==> config.mk <==
export PLATFORM = sky130hd
export DESIGN_NAME = sequencer_unit
export DESIGN_NICKNAME = d
export VERILOG_FILES = /design/src/common/seq_pkg.sv /design/src/sequencer_unit.sv /design/src/control_matrix.sv /design/src/step_sequencer.sv /design/src/decoder/cond_code_reg.sv /design/src/decoder/inst_decoder.sv
export SDC_FILE = /design/constraint.sdc
export NUM_CORES = 1
export LEC_CHECK = 0
export BUFFER_PORTS_ARGS = -buffer_cell sky130_fd_sc_hd__buf_2
export CORE_AREA = 5 5 80 82
export DETAILED_ROUTE_END_ITERATION = 10
export DIE_AREA = 0 0 85 87
export PLACE_DENSITY = 0.55
export RECOVER_POWER = 100
export SLEW_MARGIN = 20
export SYNTH_ARGS = -nofsm -noshare
export SYNTH_HDL_FRONTEND = slang
export SYNTH_SLANG_ARGS = --single-unit
==> constraint.sdc <==
create_clock -name clk -period 4.1 [get_ports clk]
set_clock_uncertainty 0.1 [all_clocks]
set_input_delay 0.41 -clock clk [delete_from_list [all_inputs] [get_ports clk]]
set_output_delay 0.41 -clock clk [all_outputs]
set_load 0.02 [all_outputs]
==> src/common/seq_pkg.sv <==
// sequencer package: instruction layouts, classes, step counts and strobe bit positions
`default_nettype none

package seq_pkg;

  // 00dddsss
  typedef struct packed {
    logic [1:0] op;
    logic [2:0] dst;
    logic [2:0] src;
  } mov8_view_t;

  // 01rvvvvv
  typedef struct packed {
    logic [1:0] op;
    logic       reg_b;
    logic [4:0] imm;
  } setab_view_t;

  // 1000rfff
  typedef struct packed {
    logic [3:0] op;
    logic       dst_d;
    logic [2:0] func;
  } alu_view_t;

  // 1001sxrr, also carries ds of MOV16 in store/spare
  typedef struct packed {
    logic [3:0] op;
    logic       store;
    logic       spare;
    logic [1:0] reg_idx;
  } mem_view_t;

  // 11lscznx
  typedef struct packed {
    logic [1:0] op;
    logic       link;
    logic [3:0] cond; // sign, carry, zero, not-zero
    logic       spare;
  } goto_view_t;

  typedef union packed {
    mov8_view_t  mov8;
    setab_view_t setab;
    alu_view_t   alu;
    mem_view_t   mem;
    goto_view_t  goto;
  } inst_u;

  typedef enum logic [3:0] {
    CLS_IDLE  = 4'd0,
    CLS_MOV8  = 4'd1,
    CLS_SETAB = 4'd2,
    CLS_ALU   = 4'd3,
    CLS_LOAD  = 4'd4,
    CLS_STORE = 4'd5,
    CLS_MOV16 = 4'd6,
    CLS_INC16 = 4'd7,
    CLS_GOTO  = 4'd8,
    CLS_HALT  = 4'd9
  } inst_class_e;

  // timing steps per class
  localparam logic [4:0] STEPS_MOV8  = 5'd8;
  localparam logic [4:0] STEPS_SETAB = 5'd8;
  localparam logic [4:0] STEPS_ALU   = 5'd8;
  localparam logic [4:0] STEPS_MOV16 = 5'd10;
  localparam logic [4:0] STEPS_MEM   = 5'd12; // load and store
  localparam logic [4:0] STEPS_INC16 = 5'd14;
  localparam logic [4:0] STEPS_GOTO  = 5'd24;
  localparam logic [4:0] STEPS_HALT  = 5'd1;

  // positions in the 8-bit load/select vectors
  localparam logic [2:0] REG_A  = 3'd0;
  localparam logic [2:0] REG_B  = 3'd1;
  localparam logic [2:0] REG_C  = 3'd2;
  localparam logic [2:0] REG_D  = 3'd3;
  localparam logic [2:0] REG_M1 = 3'd4;
  localparam logic [2:0] REG_M2 = 3'd5;
  localparam logic [2:0] REG_X  = 3'd6;
  localparam logic [2:0] REG_Y  = 3'd7;

  // misc_ctrl bit positions
  localparam int M_MEM_READ  = 0;
  localparam int M_MEM_WRITE = 1;
  localparam int M_SEL_IMM   = 2;
  localparam int M_SEL_ALU   = 3;
  localparam int M_LD_CCR    = 4;
  localparam int M_SEL_M     = 5;
  localparam int M_SEL_J     = 6;
  localparam int M_SEL_XY    = 7;
  localparam int M_SEL_PC    = 8;
  localparam int M_SEL_INC   = 9;
  localparam int M_LD_XY     = 10;
  localparam int M_LD_PC     = 11;
  localparam int M_LD_INC    = 12;
  localparam int MISC_W      = 13;

  // ccr bit order
  localparam int CCR_CARRY = 2;
  localparam int CCR_SIGN  = 1;
  localparam int CCR_ZERO  = 0;

endpackage

`default_nettype wire
==> src/sequencer_unit.sv <==
// sequencer unit top: handshake, decoder, condition codes and strobe matrix
`default_nettype none

module sequencer_unit import seq_pkg::*; (
  input  logic              clk,
  input  logic              rst_n,
  input  logic              inst_valid,
  output logic              inst_ready,
  input  logic [7:0]        inst_byte,
  input  logic [2:0]        alu_flags,
  output logic [7:0]        ld_reg,
  output logic [7:0]        sel_reg,
  output logic [MISC_W-1:0] misc_ctrl,
  output logic [2:0]        alu_func,
  output logic [2:0]        ccr,
  output logic              done,
  output logic              halted
);

  logic        accept;
  logic [4:0]  len_code;
  logic        is_halt;
  logic [4:0]  step;
  inst_class_e inst_class;
  logic [2:0]  dst_idx;
  logic [2:0]  src_idx;
  logic [1:0]  reg_sel;
  logic        alt_bit;
  logic [2:0]  func;
  logic [3:0]  goto_cond;
  logic        link;
  logic        goto_taken;

  step_sequencer step_sequencer_i (
    .clk        (clk),
    .rst_n      (rst_n),
    .inst_valid (inst_valid),
    .inst_ready (inst_ready),
    .accept     (accept),
    .len_code   (len_code),
    .is_halt    (is_halt),
    .step       (step),
    .done       (done),
    .halted     (halted)
  );

  inst_decoder inst_decoder_i (
    .clk        (clk),
    .rst_n      (rst_n),
    .accept     (accept),
    .inst_byte  (inst_byte),
    .inst_class (inst_class),
    .len_code   (len_code),
    .is_halt    (is_halt),
    .dst_idx    (dst_idx),
    .src_idx    (src_idx),
    .reg_sel    (reg_sel),
    .alt_bit    (alt_bit),
    .func       (func),
    .goto_cond  (goto_cond),
    .link       (link)
  );

  cond_code_reg cond_code_reg_i (
    .clk        (clk),
    .rst_n      (rst_n),
    .ld_ccr     (misc_ctrl[M_LD_CCR]), // fed back from the matrix
    .alu_flags  (alu_flags),
    .goto_cond  (goto_cond),
    .ccr        (ccr),
    .goto_taken (goto_taken)
  );

  control_matrix control_matrix_i (
    .step       (step),
    .inst_class (inst_class),
    .dst_idx    (dst_idx),
    .src_idx    (src_idx),
    .reg_sel    (reg_sel),
    .alt_bit    (alt_bit),
    .func       (func),
    .link       (link),
    .goto_taken (goto_taken),
    .ld_reg     (ld_reg),
    .sel_reg    (sel_reg),
    .misc_ctrl  (misc_ctrl),
    .alu_func   (alu_func)
  );

endmodule

`default_nettype wire

==> src/control_matrix.sv <==
// control matrix: decodes step windows per class into register and misc strobes
`default_nettype none

module control_matrix import seq_pkg::*; (
  input  logic [4:0]        step,
  input  inst_class_e       inst_class,
  input  logic [2:0]        dst_idx,
  input  logic [2:0]        src_idx,
  input  logic [1:0]        reg_sel,
  input  logic              alt_bit,
  input  logic [2:0]        func,
  input  logic              link,
  input  logic              goto_taken,
  output logic [7:0]        ld_reg,
  output logic [7:0]        sel_reg,
  output logic [MISC_W-1:0] misc_ctrl,
  output logic [2:0]        alu_func
);

  // inclusive step window
  function automatic logic in_win(input logic [4:0] s,
                                  input logic [4:0] lo,
                                  input logic [4:0] hi);
    return (s >= lo) && (s <= hi);
  endfunction

  function automatic logic [7:0] onehot(input logic [2:0] idx);
    return 8'b1 << idx;
  endfunction

  always_comb begin
    ld_reg    = '0;
    sel_reg   = '0;
    misc_ctrl = '0;
    alu_func  = '0;
    case (inst_class)
      CLS_MOV8: begin
        if (in_win(step, 5'd2, 5'd6) && (dst_idx != src_idx))
          sel_reg = onehot(src_idx); // same reg means clear
        if (in_win(step, 5'd3, 5'd5))
          ld_reg = onehot(dst_idx);
      end
      CLS_SETAB: begin
        misc_ctrl[M_SEL_IMM] = in_win(step, 5'd2, 5'd6);
        if (in_win(step, 5'd3, 5'd5))
          ld_reg = onehot(dst_idx);
      end
      CLS_ALU: begin
        misc_ctrl[M_SEL_ALU] = in_win(step, 5'd2, 5'd6);
        misc_ctrl[M_LD_CCR]  = in_win(step, 5'd3, 5'd5);
        if (in_win(step, 5'd3, 5'd5))
          ld_reg = onehot(dst_idx);
        if (in_win(step, 5'd1, 5'd8))
          alu_func = func;
      end
      CLS_LOAD: begin
        misc_ctrl[M_SEL_M]    = in_win(step, 5'd2, 5'd10);
        misc_ctrl[M_MEM_READ] = in_win(step, 5'd4, 5'd8);
        if (in_win(step, 5'd5, 5'd7))
          ld_reg = onehot({1'b0, reg_sel});
      end
      CLS_STORE: begin
        misc_ctrl[M_SEL_M]     = in_win(step, 5'd2, 5'd10);
        misc_ctrl[M_MEM_WRITE] = in_win(step, 5'd5, 5'd7);
        if (in_win(step, 5'd4, 5'd8))
          sel_reg = onehot({1'b0, reg_sel});
      end
      CLS_MOV16: begin
        misc_ctrl[M_SEL_M] = in_win(step, 5'd2, 5'd8) & ~alt_bit;
        misc_ctrl[M_SEL_J] = in_win(step, 5'd2, 5'd8) & alt_bit;
        misc_ctrl[M_LD_XY] = in_win(step, 5'd3, 5'd6) & ~dst_idx[0];
        misc_ctrl[M_LD_PC] = in_win(step, 5'd3, 5'd6) & dst_idx[0];
      end
      CLS_INC16: begin
        // two passes through the incrementer
        misc_ctrl[M_SEL_XY]  = in_win(step, 5'd2, 5'd6);
        misc_ctrl[M_LD_INC]  = in_win(step, 5'd3, 5'd5);
        misc_ctrl[M_SEL_INC] = in_win(step, 5'd8, 5'd12);
        misc_ctrl[M_LD_XY]   = in_win(step, 5'd9, 5'd11);
      end
      CLS_GOTO: begin
        // fetch both address bytes, then transfer through m
        misc_ctrl[M_SEL_PC]   = in_win(step, 5'd2, 5'd8) | in_win(step, 5'd10, 5'd16);
        misc_ctrl[M_MEM_READ] = in_win(step, 5'd2, 5'd8) | in_win(step, 5'd10, 5'd16);
        misc_ctrl[M_SEL_M]    = in_win(step, 5'd18, 5'd22);
        misc_ctrl[M_LD_PC]    = in_win(step, 5'd19, 5'd21) & goto_taken;
        misc_ctrl[M_LD_XY]    = in_win(step, 5'd19, 5'd21) & link; // return address
        if (in_win(step, 5'd4, 5'd6))
          ld_reg = onehot(REG_M1);
        else if (in_win(step, 5'd12, 5'd14))
          ld_reg = onehot(REG_M2);
      end
      default: ; // idle and halt drive nothing
    endcase
  end

endmodule

`default_nettype wire

==> src/step_sequencer.sv <==
// step sequencer: instruction handshake, step counting, end-of-instruction and halt lock
`default_nettype none

module step_sequencer (
  input  logic       clk,
  input  logic       rst_n,
  input  logic       inst_valid,
  output logic       inst_ready,
  output logic       accept,
  input  logic [4:0] len_code,
  input  logic       is_halt,
  output logic [4:0] step,
  output logic       done,
  output logic       halted
);

  typedef enum logic [1:0] {
    ST_IDLE = 2'd0,
    ST_RUN  = 2'd1,
    ST_HALT = 2'd2
  } state_e;

  state_e     state_q;
  logic [4:0] step_q;
  logic       last_step;

  assign inst_ready = (state_q == ST_IDLE);
  assign accept     = inst_valid & inst_ready;
  assign last_step  = (state_q == ST_RUN) && (step_q == len_code);

  always_ff @(posedge clk) begin
    if (!rst_n) begin
      state_q <= ST_IDLE;
      step_q  <= '0;
    end else begin
      case (state_q)
        ST_IDLE: begin
          if (accept) begin
            state_q <= ST_RUN;
            step_q  <= 5'd1; // first step follows the accept edge
          end
        end
        ST_RUN: begin
          if (last_step) begin
            state_q <= is_halt ? ST_HALT : ST_IDLE;
            step_q  <= '0;
          end else begin
            step_q <= step_q + 5'd1;
          end
        end
        ST_HALT: begin
          step_q <= '0; // stays here until reset
        end
        default: begin
          state_q <= ST_IDLE;
          step_q  <= '0;
        end
      endcase
    end
  end

  assign step   = step_q;
  assign done   = last_step;
  assign halted = (state_q == ST_HALT);

endmodule

`default_nettype wire

==> src/decoder/cond_code_reg.sv <==
// condition code register: holds carry, sign and zero and evaluates the GOTO condition
`default_nettype none

module cond_code_reg import seq_pkg::*; (
  input  logic       clk,
  input  logic       rst_n,
  input  logic       ld_ccr,
  input  logic [2:0] alu_flags,
  input  logic [3:0] goto_cond,
  output logic [2:0] ccr,
  output logic       goto_taken
);

  logic [2:0] ccr_q;
  logic       sign_hit;
  logic       carry_hit;
  logic       zero_hit;
  logic       nzero_hit;

  always_ff @(posedge clk) begin
    if (!rst_n) begin
      ccr_q <= '0;
    end else if (ld_ccr) begin
      ccr_q <= alu_flags; // same bit order as ccr
    end
  end

  assign ccr = ccr_q;

  // cond field is s c z n from msb down
  assign sign_hit  = goto_cond[3] & ccr_q[CCR_SIGN];
  assign carry_hit = goto_cond[2] & ccr_q[CCR_CARRY];
  assign zero_hit  = goto_cond[1] & ccr_q[CCR_ZERO];
  assign nzero_hit = goto_cond[0] & ~ccr_q[CCR_ZERO];

  // empty condition field means always jump
  assign goto_taken = (goto_cond == 4'd0) | sign_hit | carry_hit | zero_hit | nzero_hit;

endmodule

`default_nettype wire

==> src/decoder/inst_decoder.sv <==
// instruction decoder: latches the byte, classifies it and extracts fields through the union
`default_nettype none

module inst_decoder import seq_pkg::*; (
  input  logic              clk,
  input  logic              rst_n,
  input  logic              accept,
  input  logic [7:0]        inst_byte,
  output inst_class_e       inst_class,
  output logic [4:0]        len_code,
  output logic              is_halt,
  output logic [2:0]        dst_idx,
  output logic [2:0]        src_idx,
  output logic [1:0]        reg_sel,
  output logic              alt_bit,
  output logic [2:0]        func,
  output logic [3:0]        goto_cond,
  output logic              link
);

  inst_u       inst_in;
  inst_u       inst_q;
  inst_class_e class_in;
  inst_class_e class_q;

  assign inst_in = inst_byte;

  // opcode tree with two bits first then four
  always_comb begin
    case (inst_in.mov8.op)
      2'b00: class_in = CLS_MOV8;
      2'b01: class_in = CLS_SETAB;
      2'b11: class_in = CLS_GOTO;
      default: begin
        case (inst_in.alu.op)
          4'b1000: class_in = CLS_ALU;
          4'b1001: class_in = inst_in.mem.store ? CLS_STORE : CLS_LOAD;
          4'b1010: class_in = CLS_MOV16;
          default: class_in = inst_in.mem.store ? CLS_HALT : CLS_INC16; // 1011x
        endcase
      end
    endcase
  end

  always_ff @(posedge clk) begin
    if (!rst_n) begin
      class_q <= CLS_IDLE;
    end else if (accept) begin
      class_q <= class_in;
    end
  end

  always_ff @(posedge clk) begin
    if (accept) begin
      inst_q <= inst_in; // held for the whole instruction
    end
  end

  assign inst_class = class_q;
  assign is_halt    = (class_q == CLS_HALT);

  always_comb begin
    case (class_q)
      CLS_MOV8:            len_code = STEPS_MOV8;
      CLS_SETAB:           len_code = STEPS_SETAB;
      CLS_ALU:             len_code = STEPS_ALU;
      CLS_LOAD, CLS_STORE: len_code = STEPS_MEM;
      CLS_MOV16:           len_code = STEPS_MOV16;
      CLS_INC16:           len_code = STEPS_INC16;
      CLS_GOTO:            len_code = STEPS_GOTO;
      CLS_HALT:            len_code = STEPS_HALT;
      default:             len_code = 5'd0;
    endcase
  end

  // field extraction with one view per class
  always_comb begin
    dst_idx   = '0;
    src_idx   = '0;
    reg_sel   = '0;
    alt_bit   = 1'b0;
    func      = '0;
    goto_cond = '0;
    link      = 1'b0;
    case (class_q)
      CLS_MOV8: begin
        dst_idx = inst_q.mov8.dst;
        src_idx = inst_q.mov8.src;
      end
      CLS_SETAB: dst_idx = inst_q.setab.reg_b ? REG_B : REG_A;
      CLS_ALU: begin
        dst_idx = inst_q.alu.dst_d ? REG_D : REG_A;
        func    = inst_q.alu.func;
      end
      CLS_LOAD, CLS_STORE: reg_sel = inst_q.mem.reg_idx;
      CLS_MOV16: begin
        dst_idx = {2'b00, inst_q.mem.store}; // d is 1 for pc
        alt_bit = inst_q.mem.spare;          // s is 1 for j
      end
      CLS_GOTO: begin
        goto_cond = inst_q.goto.cond;
        link      = inst_q.goto.link;
      end
      default: ;
    endcase
  end

endmodule

`default_nettype wire

Word level (Yosys, flattened, before mapping) --
Memories as Yosys holds them, arrays and structs flattened. A register that Yosys moved wholly into a read port is not among the register bits. Index checks and enable logic that the tools add are counted.
Storage, ports and cells: bits in registers 20, bits in latches 0, RAM bits 0, ROM bits 80, bits of input ports 14, word-level logic and storage cells 138, memories 1
Memory list:
- (no name shown) | depth 16, bits a word 5, read ports 1, clocked after Yosys merged registers in 1, wr ports 0, line inst_decoder.sv:63 | case (class_q)
Operators by class: add/sub/neg operators 1, multiply operators 0, divide/modulo/power cells 0, order comparisons 22, equal/unequal tests 20, shift operators 3, multiplexer cells 43, bitwise operators 20, reduce and logical (&&, ||, !) cells 23
Operators by type and width (number):
- 8-bit two-way mux | 4
- 5-bit by 4-bit <= comparator with 1-bit output, second input constant | 5
- 4-bit one-hot mux with 3 select lines | 2
- 8-bit one-hot mux with 3 select lines | 1
- 4-bit == test, second input constant | 5
- 5-bit by 4-bit >= comparator with 1-bit output, second input constant | 4
- 1-bit logical AND | 17
- 4-bit by 3-bit == test with 1-bit output, second input constant | 4
- 4-bit two-way mux | 4
- 8-bit one-hot mux with 2 select lines | 1
- 1-bit by 3-bit left shift with 8-bit output, first input constant | 2
- 5-bit by 3-bit <= comparator with 1-bit output, second input constant | 3
- 5-bit <= comparator, second input constant | 3
- 2-bit two-way mux | 6
- 6-bit two-way mux | 2
- 3-bit one-hot mux with 4 select lines | 1
- 1-bit bitwise AND | 11
- 1-bit two-way mux | 11
- 5-bit by 2-bit >= comparator with 1-bit output, second input constant | 2
- 5-bit by 3-bit >= comparator with 1-bit output, second input constant | 2
- 5-bit >= comparator, second input constant | 2
- 5-bit two-way mux | 2
- 5-bit one-hot mux with 2 select lines | 1
- 3-bit two-way mux | 3
- other kinds (20) | 34

Longest topological paths before layout --
Gate-level depths: netlist of the first run.
depth after elaboration 9, depth in mapped cells 8, mapped depth without buffers 7

Modules after synthesis --
A second synthesis of the first run with hierarchy kept.
Second synthesis, totals: cells, all modules 264, area total of the unflattened synthesis 2129.5 sq um
Modules (own cells, without submodules):
- control_matrix | times used 1, cells each 118, area each 769.5 sq um, seq. area each 0.0 sq um
- inst_decoder | times used 1, cells each 80, area each 767.0 sq um, seq. area each 360.3 sq um
- step_sequencer | times used 1, cells each 51, area each 444.2 sq um, seq. area each 140.1 sq um
- cond_code_reg | times used 1, cells each 15, area each 148.9 sq um, seq. area each 60.1 sq um

Worst setup path before layout of the first run --
Ideal clock, no wire load.
path kind register to output, start reg step_sequencer_i.step_q[1] (netlist: step_sequencer_i.step[1]), end out ld_reg[2], arrival 2.065 ns, slack 1.525 ns, stages on the path, launching flop included 9, cell sequence dfxtp_1 > buf_6 > inv_1 > ha_1 > nor2b_1 > a2111oi_4 > nor4b_4 > nand2_2 > o32ai_1
On the way: longest elaborated chain between the ends 4, elaborated cells between the ends (all ways) 13, those cells by class order compare (6); mux (4); reduce/logical (3)
RTL lines:
- start, declared | line step_sequencer.sv:24 | logic [4:0] step_q;
- start signal, assigned | line step_sequencer.sv:48 | step_q <= step_q + 5'd1;
- 5-bit by 3-bit >= comparator with 1-bit output, or another cell as far along | line control_matrix.sv:24 | return (s >= lo) && (s <= hi);
- 1-bit logical AND | line control_matrix.sv:24
- 6-bit two-way mux, or another cell as far along | line control_matrix.sv:88 | if (in_win(step, 5'd4, 5'd6))
- 8-bit one-hot mux with 3 select lines (*) | line control_matrix.sv:36 | case (inst_class)
- end, declared | line sequencer_unit.sv:11 | output logic [7:0] ld_reg,
Every way passes the cells marked *; elsewhere a longest branch is shown, timed or not.

Final worst setup path of the first run --
start reg step_sequencer_i.step_q[1] (netlist: step_sequencer_i.step[1]), end out ld_reg[6]
On the way: longest elaborated chain between the ends 4, elaborated cells between the ends (all ways) 9, those cells by class order compare (4); mux (3); reduce/logical (2)
RTL lines (line):
- 5-bit by 3-bit >= comparator with 1-bit output, or another cell as far along | control_matrix.sv:24
- 1-bit logical AND | control_matrix.sv:24
- 8-bit two-way mux (on tied branches)
- 8-bit one-hot mux with 3 select lines (*) | control_matrix.sv:36
Marks and branches as above.

==> summary.md, run 1 <==
| Metric | Value |
|---|---|
| Library cells used by synthesis | 60 |
| Clock Latency Late Sink | 0.28 ns |
| First-pass GRT wire length | 8360 um |
| Initial antenna violation count | 0 |
| Port buffer count | 51 |
| Max rail drop VDD | 0.000135 V |
| Hold path start | inst_byte[0] |
| Share of the core filled with cells | 38.1% |
| Synthesized area per cell | 8.05 um2 |
| Synth-to-layout area growth | 12.7% |
| # IOs | 52 |
| Layout cells sized above 1 | 11.2% |
| Full die area | 7400 um2 |
| Fillcell total | 671 |
| Max incr delay on CP | 0.57 ns |
| Diodes inserted | 0 |
| Mapped Area | 1920 um2 |
| Clk sinks | 25 |
| Post-DP HPWL | 4130 um |
| Register area | 561 um2 |
| Async SR Flop Fraction | 0% |
| CP Launch Point | step_sequencer_i.step[1]$_SDFFE_PN0P_ |
| Die height | 87 um |
| Setup crit start kind | register |
| EDFF count, synth | 6 |
| Number of synthesized register bits | 25 |
| CTS tree | yes |
| CTS Root Cell | clkbuf_8 |
| Antenna Nets Post-Route | 0 |
| Outcome | completed |
| Dpl cells | 349 |
| Slew Limit Fails | 0 |
| Final hold vios | 0 |
| RSZ-0062 raised after global routing | false |
| Die width | 85 um |
| Post-CTS Setup Inserts | 0 |
| Post-CTS sizing | 0 |
| Final Setup Violations | 0 |
| Worst r2r src | step_sequencer_i.step[1]$_SDFFE_PN0P_ |
| Post-route setup TNS | 0 ns |
| Row count | 28 |
| Drt total wl | 5210 um |
| Num CTS Buffers | 3 |
| Vias post-DR | 1,866 |
| Post-synthesis net count | 255 |
| First-pass detailed-route iteration total | 4 |
| Nets | 296 |
| Multi-input gate area | 1210 um2 |
| Fmax | 291 MHz |
| Worst slew margin | 48.6% |
| All-Layer GR Usage | 13.7% |
| Max-cap violation count | 0 |
| Clock transition at path regs | 0.10 ns |
| GRT overflow | 0 |
| Setup CP Type | register to output pin |
| Vias per Instance | 5.29 |
| Final period util | 83.7% |
| Crit. End Element | output pin |
| YS warnings | 0 |
| Power Density | 268 nW/um2 |
| Crit-path cells | ha_1, a211oi_1, a2111oi_4, nor4b_1, nand3_1, nor3_1, clkbuf_1 |
| CP required | 3.59 ns |
| Worst-path fanout max | 12 |
| Lkg Pwr | 0.777 nW |
| Sequential cell area fraction in the yosys report | 29.3% |
| Gate Count Post-Synth | 238 |
| Least-Margin Pin Slew | 0.752 ns |
| Initial Util | 33.8% |
| CP bufs+invs | 1 |
| Gpl congestion | 0.824 |
| Top_reg_cell synth | dfxtp_1 |
| Core area | 5680 um2 |
| Hold crit path type | primary input to register |
| Minimum clock period | 3.43 ns |
| Drt wl/cell | 14.7 um |
| Htree depth | 1 |
| Hold Buf Count CTS | 0 |
| Max clock buf depth | 2 |
| Worst Path Arrival | 2.92 ns |
| Post-Layout Cell Count | 353 |
| Vias in the first global route | 1,679 |
| Drt drc | 0 |
| Slowest CP cell | dfxtp_1 |
| Pin count of the biggest net entering global routing | 18 |
| Drt first-iter violations | 110 |
| CP delay by family, top | simple AND/OR/NAND/NOR gates |
[cell families after synthesis]
family          Yosys count  synth area share, %
simple gates            117                 33.2
compound gates           51                 21.4
buf+inv                  25                 6.01
flops                    25                 29.3
xor+xnor                 12                 5.49
mux                       5                 2.68
fa+ha+maj                 3                 1.96
[layer usage]
metal	global-route usage, %	share of wire, %	wire, um	up-vias
met5	0	0	0	-
li1	-	-	-	944
met2	21.4	44	2310	62
met3	2.74	6.8	356	6
met4	4.32	1.2	60	0
met1	19.0	48	2480	854
[cell usage after synthesis, types with 2 or more instances]
cell / number / area, um2
o22ai_1: 3 / 18.8
nor3_1: 15 / 75.1
inv_1: 10 / 37.5
nor2_1: 29 / 109
edfxtp_1: 6 / 180
a211oi_1: 2 / 15.0
o21ai_1: 3 / 15.0
o32ai_1: 4 / 35.0
dfxtp_1: 19 / 380
nand4_1: 2 / 12.5
o21ai_0: 2 / 10.0
nor4b_1: 5 / 43.8
a32o_1: 2 / 20.0
buf_4: 2 / 15.0
nor2b_1: 5 / 31.3
nand2_1: 16 / 60.1
a2111oi_0: 2 / 17.5
nand2b_1: 8 / 50.1
and2_1: 6 / 37.5
or3_1: 5 / 31.3
a21oi_1: 15 / 75.1
and3_1: 2 / 12.5
xnor2_1: 4 / 35.0
ha_1: 3 / 37.5
mux2i_1: 4 / 40.0
a31oi_1: 2 / 12.5
a221o_1: 2 / 20.0
xor2_1: 8 / 70.1
buf_2: 5 / 25.0
clkbuf_1: 6 / 22.5
nand3_1: 12 / 60.1
[registers in the layout (all words and copies together), names as in the netlist]
register	count
cond_code_reg_i.ccr	3
inst_decoder_i.inst_class	4
inst_decoder_i.inst_q	6
inst_decoder_i.len_code	5
step_sequencer_i.state_q	2
step_sequencer_i.step	5
[layout make-up]
| class | instances | share of cell area, % |
|---|---|---|
| timing repair buffer | 51 | 9.79 |
| tap | 75 | 4.35 |
| multi-input combinational | 188 | 55.9 |
| sequential | 25 | 26.0 |
| inverter | 10 | 1.74 |
| clock inverter | 1 | 0.406 |
| clock buffer | 3 | 1.91 |
[worst reg2reg max path, stage by stage (launching register included)]
cell       delay, ns
dfxtp_1         0.57
ha_1            0.30
a211oi_1        0.12
a2111oi_4       0.40
nand4b_1        0.31
mux2i_1         0.23
nor2_1          0.05
[per-stage QoR]
| stage | setup slack, ns | hold WS, ns | area [um2] | power, mW |
|---|---|---|---|---|
| floorplan | 1.52 | 0.357 | 1920 | 0.401 |
| global placement | 1.33 | 0.403 | 2190 | 0.434 |
| detailed placement | 1.32 | 0.395 | 2190 | 0.436 |
| CTS | 0.985 | 0.210 | 2240 | 0.589 |
| global route | 0.403 | 0.202 | 2160 | 0.616 |
| finish | 0.667 | 0.214 | 2160 | 0.579 |
[layout by cell type, fill, tap and decap left out, types with 2 or more instances in the layout]
cell,Yosys,layout
nor3_1,15,15
nand3_1,12,12
nand4_1,2,2
clkbuf_1,6,35
a2111oi_0,2,2
or3_1,5,5
a32o_1,2,2
clkbuf_8,0,3
xor2_1,8,8
o32ai_1,4,4
nor2_1,29,29
nor2b_1,5,5
inv_1,10,10
xnor2_1,4,4
o21ai_0,2,4
mux2i_1,4,4
a211oi_1,2,2
nor4b_1,5,6
buf_2,5,16
and2_1,6,3
dfxtp_1,19,19
nand2b_1,8,8
o22ai_1,3,3
ha_1,3,3
a21oi_1,15,15
a221o_1,2,2
a31oi_1,2,2
nand2_1,16,16
edfxtp_1,6,6
and3_1,2,2
and2_0,0,3
[worst paths after layout]
check | cells after the start | end | slack (ns)
max | 7 | ld_reg[6] | 0.67
min | 1 | inst_decoder_i.inst_q[0]$_DFFE_PP_ | 0.21
max reg2reg | 6 | cond_code_reg_i.ccr[1]$_SDFFE_PN0P_ | 1.91
min reg2reg | 1 | step_sequencer_i.step[0]$_SDFFE_PN0P_ | 0.42
[power breakdown]
group | switching (mW) | internal, mW | total (mW)
Clock | 0.0841 | 0.0713 | 0.155
Sequential | 0.0265 | 0.267 | 0.293
Combinational | 0.0789 | 0.0517 | 0.131
No activity file was read; power rests on OpenSTA's default activity.
==> inputs of run 2 (changes only) <==
- clock period: 4.1 -> 3.2 ns (I/O delays scaled with it)
==> summary.md, run 2 (synthesis results as in run 1) <==
| Metric | Value |
|---|---|
| Outcome | completed |
| Die width | 85 um (unchanged) |
| Htree depth | 1 (unchanged) |
| Num CTS Buffers | 3 (unchanged) |
| Setup CP Type | register to output pin |
| Final period util | 93.2% |
| Row count | 28 (unchanged) |
| Core area | 5680 um2 (unchanged) |
| Post-DP HPWL | 4150 um (+0.51%) |
| Post-route setup TNS | 0 ns (unchanged) |
| # IOs | 52 (unchanged) |
| Drt first-iter violations | 89 (-19%) |
| Least-Margin Pin Slew | 0.709 ns (-0.0432 ns) |
| Final hold vios | 0 (unchanged) |
| Slew Limit Fails | 0 (unchanged) |
| Power Density | 335 nW/um2 (+25%) |
| Gpl congestion | 0.844 (+2.4%) |
| Clk sinks | 25 (unchanged) |
| All-Layer GR Usage | 14.0% (+0.31 points) |
| Hold crit path type | primary input to register |
| Worst slew margin | 51.5% (+3.0 points) |
| Diodes inserted | 0 (unchanged) |
| First-pass GRT wire length | 8520 um (+2.0%) |
| RSZ-0062 raised after global routing | false |
| Max rail drop VDD | 0.000131 V (-2.9%) |
| Max FFs per register | 6 (unchanged) |
| First-pass detailed-route iteration total | 4 (unchanged) |
| Max clock buf depth | 2 (unchanged) |
| CP required | 2.78 ns (-0.81 ns) |
| Clock Latency Late Sink | 0.27 ns (about the same) |
| Worst-path fanout max | 12 (unchanged) |
| Fillcell total | 648 (-3.4%) |
| Worst Path Arrival | 2.56 ns (-0.36 ns) |
| Setup slack, reg-to-reg | 1.00 ns (-0.91 ns) |
| Clock transition at path regs | 0.09 ns (about the same) |
| Vias post-DR | 1,904 (+2.0%) |
| Layout cells sized above 1 | 13.6% (+2.4 points) |
| Crit. End Element | output pin |
| Synth-to-layout area growth | 14.2% |
| Port buffer count | 51 (unchanged) |
| Drt wl/cell | 15.0 um (+1.4%) |
| Vias in the first global route | 1,779 (+6.0%) |
| Fmax | 335 MHz |
| Full die area | 7400 um2 (unchanged) |
| Initial Util | 33.8% (unchanged) |
| Setup crit start kind | register |
| Antenna Nets Post-Route | 0 (unchanged) |
| CTS tree | yes |
| Die height | 87 um (unchanged) |
| Worst hold margin | 0.126 ns (-0.0883 ns) |
| Hold Buf Count CTS | 0 (unchanged) |
| Initial antenna violation count | 0 (unchanged) |
| CTS Root Cell | clkbuf_8 |
| Drt total wl | 5310 um (+2.0%) |
| Max-cap violation count | 0 (unchanged) |
| Most flop-heavy register | inst_decoder_i.inst_q |
| Most frequent cells in the layout | clkbuf_1 (30), nor2_1 (29), buf_2 (20), dfxtp_1 (18) |
| Overall power | 0.732 mW (+26%) |
| Lkg Pwr | 0.812 nW (+4.6%) |
| Final Setup Violations | 0 (unchanged) |
| Drt drc | 0 (unchanged) |
| Commonest non-fill, non-tap cell in the layout | clkbuf_1 |
| Pin count of the biggest net entering global routing | 18 (unchanged) |
| Vias per Instance | 5.36 (+1.5%) |
| Minimum clock period | 2.98 ns |
| Nets | 298 (+0.68%) |
| GRT overflow | 0 (unchanged) |
-- run 2: changes by cell type in the layout (fill, tap and decap cells not counted), sizes merged --
cell,change
clkbuf,-4
inv,-1
clkinv,+1
buf,+6
-- run 2: report_power, final --
| group | leakage (nW) | switching (mW) | total, mW | internal [mW] |
|---|---|---|---|---|
| registers | 0.213 | 0.0359 | 0.378 | 0.342 |
| clock network | 0.0255 | 0.0992 | 0.186 | 0.0870 |
| logic | 0.574 | 0.101 | 0.168 | 0.0667 |
-- run 2: worst paths after layout --
kind                                                 to                                      from  depth (start not counted)
hold reg to reg   step_sequencer_i.step[0]$_SDFFE_PN0P_  step_sequencer_i.state_q[1]$_SDFFE_PN0P_                          1
hold / removal       inst_decoder_i.inst_q[1]$_DFFE_PP_                              inst_byte[1]                          1
setup reg to reg    cond_code_reg_i.ccr[1]$_SDFFE_PN0P_     step_sequencer_i.step[0]$_SDFFE_PN0P_                          6
setup / recovery                              ld_reg[2]     step_sequencer_i.step[0]$_SDFFE_PN0P_                          7
-- run 2: worst max-delay path: stages, from the launching register on --
cell and delay (ns):
dfxtp_1 0.56, ha_1 0.29, a211oi_1 0.11, a2111oi_4 0.41, nor4b_4 0.32, nand2_2 0.11, o32ai_1 0.26, clkbuf_2 0.22
-- run 2: metrics by stage --
step	instance area [um2]	util (%)	instances	worst slack, ns
final	2190	38.6	355	0.218
after detailed placement	2200	38.8	351	0.530
after CTS	2250	39.6	355	0.219
after floorplan	1920	-	238	0.715
after global placement	2200	38.8	351	0.608
after global routing	2190	38.6	355	0.00444
-- run 2: final cells by class --
class / count / area (um2) / area share [%]
Clock buffer: 3 / 41.3 / 1.89
Clock inverter: 1 / 5.00 / 0.229
Inverter: 10 / 37.5 / 1.72
Multi-Input combinational cell: 188 / 1220 / 55.6
Sequential cell: 25 / 562 / 25.7
Tap cell: 75 / 93.8 / 4.29
Timing Repair Buffer: 53 / 233 / 10.6
-- run 2: per-layer routing --
layer	vias up	wire length [um]	track usage [%]
met2	55	2430	23.0
li1	961	-	-
met3	4	313	2.27
met1	884	2500	18.5
met4	0	62	5.32
met5	-	0	0
-- run 2: timing repair --
| action | in CTS | in global routing |
|---|---|---|
| setup endpoints to repair | 0 | 6 |
| setup buffers | 0 | 0 |
| gates resized for setup | 0 | 1 |
